==> src/streamPkg.sv <==
/*
  Stream subsystem package
  Shared widths, data types and the source select encoding
*/
package streamPkg;

  // Width of every integer word on the internal and total channels
  localparam int WordWidth = 32;

  // Width of one signed element of the external pair port
  localparam int ElemWidth = 13;

  // Counter values, pair sums and running totals
  typedef logic [WordWidth-1:0] wordT;

  // One element of an input pair, two's complement
  typedef logic signed [ElemWidth-1:0] elemT;

  // Source select for the accumulator
  // SrcCount takes the internal counter, SrcPair the reduced pair stream
  typedef enum logic {
    SrcCount = 1'b0,
    SrcPair  = 1'b1
  } srcT;

endpackage

==> src/intCounter.sv <==
/*
  Integer counter source
  Offers an incrementing word stream over a valid/ready channel
*/
module intCounter (
  input  logic            clk,
  input  logic            rstn,
  output logic            cntValid,
  output streamPkg::wordT cntData,
  input  logic            cntReady
);
  import streamPkg::*;

  wordT count;
  logic validQ;
  logic take;

  // Word leaves the counter on this edge
  assign take = validQ && cntReady;

  assign cntValid = validQ;
  assign cntData  = count;

  always_ff @(posedge clk) begin
    if (!rstn) begin
      validQ <= 1'b0;
      count  <= '0;
    end else begin
      // Always has a word to offer once out of reset
      validQ <= 1'b1;
      // Advance only on transfer, so nothing is skipped under back-pressure
      if (take) begin
        count <= count + wordT'(1);
      end
    end
  end

endmodule

==> src/pairSum.sv <==
/*
  Pair sum stage
  Sign-extends a pair of signed elements and registers their 32-bit sum
*/
module pairSum (
  input  logic            clk,
  input  logic            rstn,
  input  logic            pairValid,
  input  streamPkg::elemT pairElem0,
  input  streamPkg::elemT pairElem1,
  output logic            pairReady,
  output logic            sumValid,
  output streamPkg::wordT sumData,
  input  logic            sumReady
);
  import streamPkg::*;

  wordT wide0;
  wordT wide1;
  wordT sumNext;
  wordT sumQ;
  logic sumValidQ;
  logic pairTake;
  logic sumTake;

  // Elements are signed, so the size cast sign-extends
  assign wide0   = WordWidth'(pairElem0);
  assign wide1   = WordWidth'(pairElem1);
  assign sumNext = wide0 + wide1;

  // Register empty or being drained on this edge
  assign pairReady = !sumValidQ || sumReady;

  assign pairTake = pairValid && pairReady;
  assign sumTake  = sumValidQ && sumReady;

  assign sumValid = sumValidQ;
  assign sumData  = sumQ;

  always_ff @(posedge clk) begin
    if (!rstn) begin
      sumValidQ <= 1'b0;
    end else if (pairTake) begin
      // Refill covers back-to-back transfers
      sumValidQ <= 1'b1;
    end else if (sumTake) begin
      sumValidQ <= 1'b0;
    end
  end

  // Payload register, loaded only with a new pair
  always_ff @(posedge clk) begin
    if (pairTake) begin
      sumQ <= sumNext;
    end
  end

endmodule

==> src/streamAccumulator.sv <==
/*
  Stream accumulator
  Takes words from the selected source, keeps a running total modulo 2^32
  and reports the total once per accepted word over a valid/ready channel
*/
module streamAccumulator (
  input  logic            clk,
  input  logic            rstn,
  input  streamPkg::srcT  srcSel,

  // Counter channel
  input  logic            cntValid,
  input  streamPkg::wordT cntData,
  output logic            cntReady,

  // Pair sum channel
  input  logic            sumValid,
  input  streamPkg::wordT sumData,
  output logic            sumReady,

  // Total channel
  output logic            totalValid,
  output streamPkg::wordT totalData,
  input  logic            totalReady
);
  import streamPkg::*;

  // Output holding register state
  typedef enum logic {
    OutEmpty = 1'b0,
    OutFull  = 1'b1
  } outStateT;

  outStateT outState;
  outStateT outStateNext;

  wordT total;
  wordT totalNext;
  wordT inData;
  logic inValid;
  logic inReady;
  logic inTake;
  logic outTake;

  // Input multiplexer

  always_comb begin
    unique case (srcSel)
      SrcPair: begin
        inValid = sumValid;
        inData  = sumData;
      end
      default: begin
        inValid = cntValid;
        inData  = cntData;
      end
    endcase
  end

  // Room for a new result when nothing is held or the held one leaves now
  assign inReady = (outState == OutEmpty) || totalReady;

  // Only the selected source sees ready
  assign cntReady = (srcSel == SrcCount) && inReady;
  assign sumReady = (srcSel == SrcPair) && inReady;

  assign inTake  = inValid && inReady;
  assign outTake = (outState == OutFull) && totalReady;

  // Wraps silently modulo 2^32
  assign totalNext = total + inData;

  // Output FSM

  always_comb begin
    outStateNext = outState;
    unique case (outState)
      OutEmpty: begin
        if (inTake) begin
          outStateNext = OutFull;
        end
      end
      OutFull: begin
        // A new word on the same edge as the take keeps it full
        if (inTake) begin
          outStateNext = OutFull;
        end else if (outTake) begin
          outStateNext = OutEmpty;
        end
      end
      default: begin
        outStateNext = OutEmpty;
      end
    endcase
  end

  always_ff @(posedge clk) begin
    if (!rstn) begin
      outState <= OutEmpty;
    end else begin
      outState <= outStateNext;
    end
  end

  // Running total, also the held result
  always_ff @(posedge clk) begin
    if (!rstn) begin
      total <= '0;
    end else if (inTake) begin
      total <= totalNext;
    end
  end

  assign totalValid = (outState == OutFull);
  assign totalData  = total;

endmodule

==> src/streamTop.sv <==
/*
  Stream subsystem top level
  Counter and pair sum stage feed the accumulator through valid/ready channels
*/
module streamTop (
  input  logic            clk,
  input  logic            rstn,

  // Source select level
  input  streamPkg::srcT  srcSel,

  // External pair port
  input  logic            pairValid,
  input  streamPkg::elemT pairElem0,
  input  streamPkg::elemT pairElem1,
  output logic            pairReady,

  // Running total output
  output logic            totalValid,
  output streamPkg::wordT totalData,
  input  logic            totalReady
);
  import streamPkg::*;

  // Counter channel
  logic cntValid;
  wordT cntData;
  logic cntReady;

  // Sum channel
  logic sumValid;
  wordT sumData;
  logic sumReady;

  intCounter counter (
    .clk      (clk),
    .rstn     (rstn),
    .cntValid (cntValid),
    .cntData  (cntData),
    .cntReady (cntReady)
  );

  pairSum pairStage (
    .clk       (clk),
    .rstn      (rstn),
    .pairValid (pairValid),
    .pairElem0 (pairElem0),
    .pairElem1 (pairElem1),
    .pairReady (pairReady),
    .sumValid  (sumValid),
    .sumData   (sumData),
    .sumReady  (sumReady)
  );

  // Only the source chosen by srcSel is drained
  streamAccumulator accumulator (
    .clk        (clk),
    .rstn       (rstn),
    .srcSel     (srcSel),
    .cntValid   (cntValid),
    .cntData    (cntData),
    .cntReady   (cntReady),
    .sumValid   (sumValid),
    .sumData    (sumData),
    .sumReady   (sumReady),
    .totalValid (totalValid),
    .totalData  (totalData),
    .totalReady (totalReady)
  );

endmodule

==> config.mk <==
export PLATFORM = sky130hd
export DESIGN_NAME = streamTop
export DESIGN_NICKNAME = d
export VERILOG_FILES = /design/src/streamPkg.sv /design/src/intCounter.sv /design/src/pairSum.sv /design/src/streamAccumulator.sv /design/src/streamTop.sv
export SDC_FILE = /design/constraint.sdc
export NUM_CORES = 1
export LEC_CHECK = 0
export BUFFER_PORTS_ARGS = -buffer_cell sky130_fd_sc_hd__buf_2
export CELL_PAD_IN_SITES_DETAIL_PLACEMENT = 0
export CELL_PAD_IN_SITES_GLOBAL_PLACEMENT = 2
export CORE_MARGIN = 2
export CORE_UTILIZATION = 30
export CTS_CLUSTER_DIAMETER = 30
export DETAILED_ROUTE_END_ITERATION = 7
export GPL_ROUTABILITY_DRIVEN = 0
export PLACE_DENSITY_LB_ADDON = 0.1
export SLEW_MARGIN = 10
export SYNTH_ARGS = -nofsm -noshare
export SYNTH_HDL_FRONTEND = slang
export SYNTH_SLANG_ARGS = --single-unit
==> constraint.sdc <==
create_clock -name clk -period 3.6 [get_ports clk]
set_input_delay 0.36 -clock clk [delete_from_list [all_inputs] [get_ports clk]]
set_output_delay 0.36 -clock clk [all_outputs]
set_load 0.02 [all_outputs]
==> flow_summary_export.csv <==
group,metric,value,unit
clocking,cts_tree,"built",
floorplan,die_w,138.2,um
synth,ys_seq_area_frac,0.3262,
setup_path,worstSetupStartpointType,"primary input",
timing,final_max_slew_viol_count,0,
clocking,clk_latency,0.35,ns
drt,dr.pass1.iters,4,
setup_path,critical_path_class,"in -> reg",
drt,ant_nets,0,
global_routing,grt_pass1_wl,23900,um
drt,drt-total-wl,14540,um
timing,worstMarginPinSlew,0.6554,ns
setup_path,r2r_setup_slack,0.39,ns
place,port-buffer-count,64,
clocking,cts_hold_buf,0,
finish,fin_area,6374,um2
synth,yosys_warnings,0,
setup_path,critical_path_required,3.83,ns
global_routing,track_usage,0.1544,
min_path,hp-class,"in -> reg",
place,dp_slack,0.004750,ns
global_routing,grt_antenna_before_repair,0,
clocking,cts.clk_slew.worst_paths,0.06,ns
clocking,numCtsBuffers,9,
clocking,clk_root_buffer_cell,"clkbuf_16",
setup_path,timing.rr.start,"pairStage.sumData[0]$_DFFE_PP_",
pwr,fin_total_pwr,2.500,mW
floorplan,start_util,0.3028,
setup_path,crit_arrival,3.48,ns
synth,syn-mean-instance-area,8.323,um2
setup_path,r2r_cells,13,
clocking,postCtsSetupBuffers,0,
floorplan,die_area,19090,um2
synth,syn_area,5401,um2
synth,synth_cell_types,65,
pwr,max-vdd-ir-drop,0.2073,mV
clocking,htreeDepth,3,
timing,hold_viol_final,0,
place,dp_hpwl,11480,um
pwr,powerDensity,392.2,nW/um2
finish,instances_no_fill,956,
run,maxCapViolCount,0,
min_path,holdCritStartpoint,"pairValid",
clocking,cts.sinks,81,
setup_path,crit_fanout,12,
timing,finalSetupViolCount,0,
timing,fin_hold_ws,0.2355,ns
timing,max_freq,307.6,MHz
finish,final_util,0.3572,
timing,grt_setup_unrepaired,"no",
pwr,p_leak,2.733,nW
setup_path,startpoint,"srcSel",
floorplan,rows,49,
floorplan,num_io_pins,65,
synth,yosys_register_bits,81,
finish,syn_to_final_growth,18.00,%
place,placed_cells,940,
clocking,cts_buffer_depth,2,
place,placed_cell_area,6088,um2
global_routing,grt-ovfl-total,0,
synth,postSynthCellCount,649,
global_routing,grt_pass1_vias,4629,
synth,synth_fp_nets,727,
timing,finalCriticalPeriod,3.251,ns
timing,fin_ws,0.3487,ns
finish,layout-drive-gt1-share,0.1774,
finish,final_nets,800,
drt,drc,0,
setup_path,r2r_end,"accumulator.totalData[26]$_SDFFE_PN0P_",
floorplan,die_h,138.2,um
timing,finalSetupTns,0,ns
outcome,outcome,"completed",
finish,layout_common_cells,"nor2_1 (71), nand2_1 (70), dfxtp_1 (67)",
synth,async_reset_ff_frac,0,
drt,drt_iter0_drc,177,
drt,wl_per_cell,15.21,um
min_path,holdPathStages,3,
synth,synth_edf_count,14,
global_routing,grt_max_degree,43,
drt,vias,4716,
drt,vias_per_cell,4.933,
synth,synth_ff_type,"dfxtp_1",
floorplan,core_area,17840,um2
timing,finClkSkew,0.01055,ns
finish,final_common_cell,"nor2_1",
setup_path,cp-end-kind,"register",
timing,slew_headroom,0.5631,
finish,antennaDiodeCount,0,
clocking,postCtsResizedCells,0,
timing,fin_crit_sh,0.9032,
min_path,holdPathEnd,"pairStage.sumValid$_SDFFE_PN0P_",
==> worst max-delay path, cell delays in order <==
cell and delay (ns):
buf_2 0.27, mux2_2 0.38, ha_1 0.22, fa_1 0.43, a21oi_1 0.21, nand4b_1 0.18
a21oi_1 0.12, o31ai_1 0.26, buf_4 0.17, a21o_1 0.16, a21o_1 0.18, nor3_2 0.06
mux2i_1 0.13, a311o_1 0.33
==> cell families (layout without fill, tap and decap cells) <==
family / count (synthesis) / after routing / synth area share
AO/OA/AOI/OAI: 165 / 165 / 0.1964
XOR/XNOR: 60 / 60 / 0.09729
adder cells (fa/ha/maj): 47 / 47 / 0.1117
buffers and inverters: 52 / 130 / 0.03752
flip-flops: 81 / 81 / 0.3262
multiplexers: 16 / 16 / 0.03243
AND/OR/NAND/NOR: 228 / 228 / 0.1985
==> power by group <==
part	internal, mW	total, mW	switching, mW
Clock	0.521	0.898	0.377
Sequential	0.985	1.03	0.0420
Combinational	0.239	0.575	0.336
==> state kept, by name (all words and copies together) (netlist names) <==
signal / count
accumulator.totalValid: 1
pairStage.sumValid: 1
accumulator.totalData: 32
counter.cntData: 32
pairStage.sumData: 14
counter.cntValid: 1
==> cells in the mapped netlist (14+ instances only) <==
library cell	n	area, um2
edfxtp_1	14	420.4
nor2_1	71	266.5
clkbuf_1	18	67.56
ha_1	45	563.0
inv_1	29	108.9
xor2_1	17	148.9
a21oi_1	52	260.3
dfxtp_1	67	1341
nand3_1	26	130.1
o21ai_0	42	210.2
xnor2_1	43	376.6
a21o_1	19	142.6
nand2_1	70	262.8
==> routing by layer <==
metal	part of all wire	up-vias	GRT usage	wire, um
met2	0.47	80	0.2629	6890
met4	0.014	0	0.04834	206
met1	0.47	2182	0.1950	6849
met5	0	-	0	0
met3	0.041	12	0.03464	590
li1	-	2442	-	-
==> worst max path at each step <==
stage | cells past startpoint | end
CTS | 14 | accumulator.totalData[26]$_SDFFE_PN0P_
global placement | 12 | accumulator.totalData[31]$_SDFFE_PN0P_
detailed placement | 14 | accumulator.totalData[26]$_SDFFE_PN0P_
finish | 14 | accumulator.totalData[26]$_SDFFE_PN0P_
floorplan | 13 | accumulator.totalData[31]$_SDFFE_PN0P_
global route | 14 | accumulator.totalData[26]$_SDFFE_PN0P_
==> final cells by class <==
| cell class | instances | area (um2) |
|---|---|---|
| clock inverter | 3 | 15.01 |
| inverter | 29 | 108.9 |
| sequential | 81 | 1762 |
| multi-input combinational | 516 | 3441 |
| tap | 229 | 286.5 |
| fill | 1852 | 11470 |
| timing repair buffer | 85 | 490.5 |
| clock buffer | 13 | 270.3 |
No activity file was read; power rests on OpenSTA's default activity.
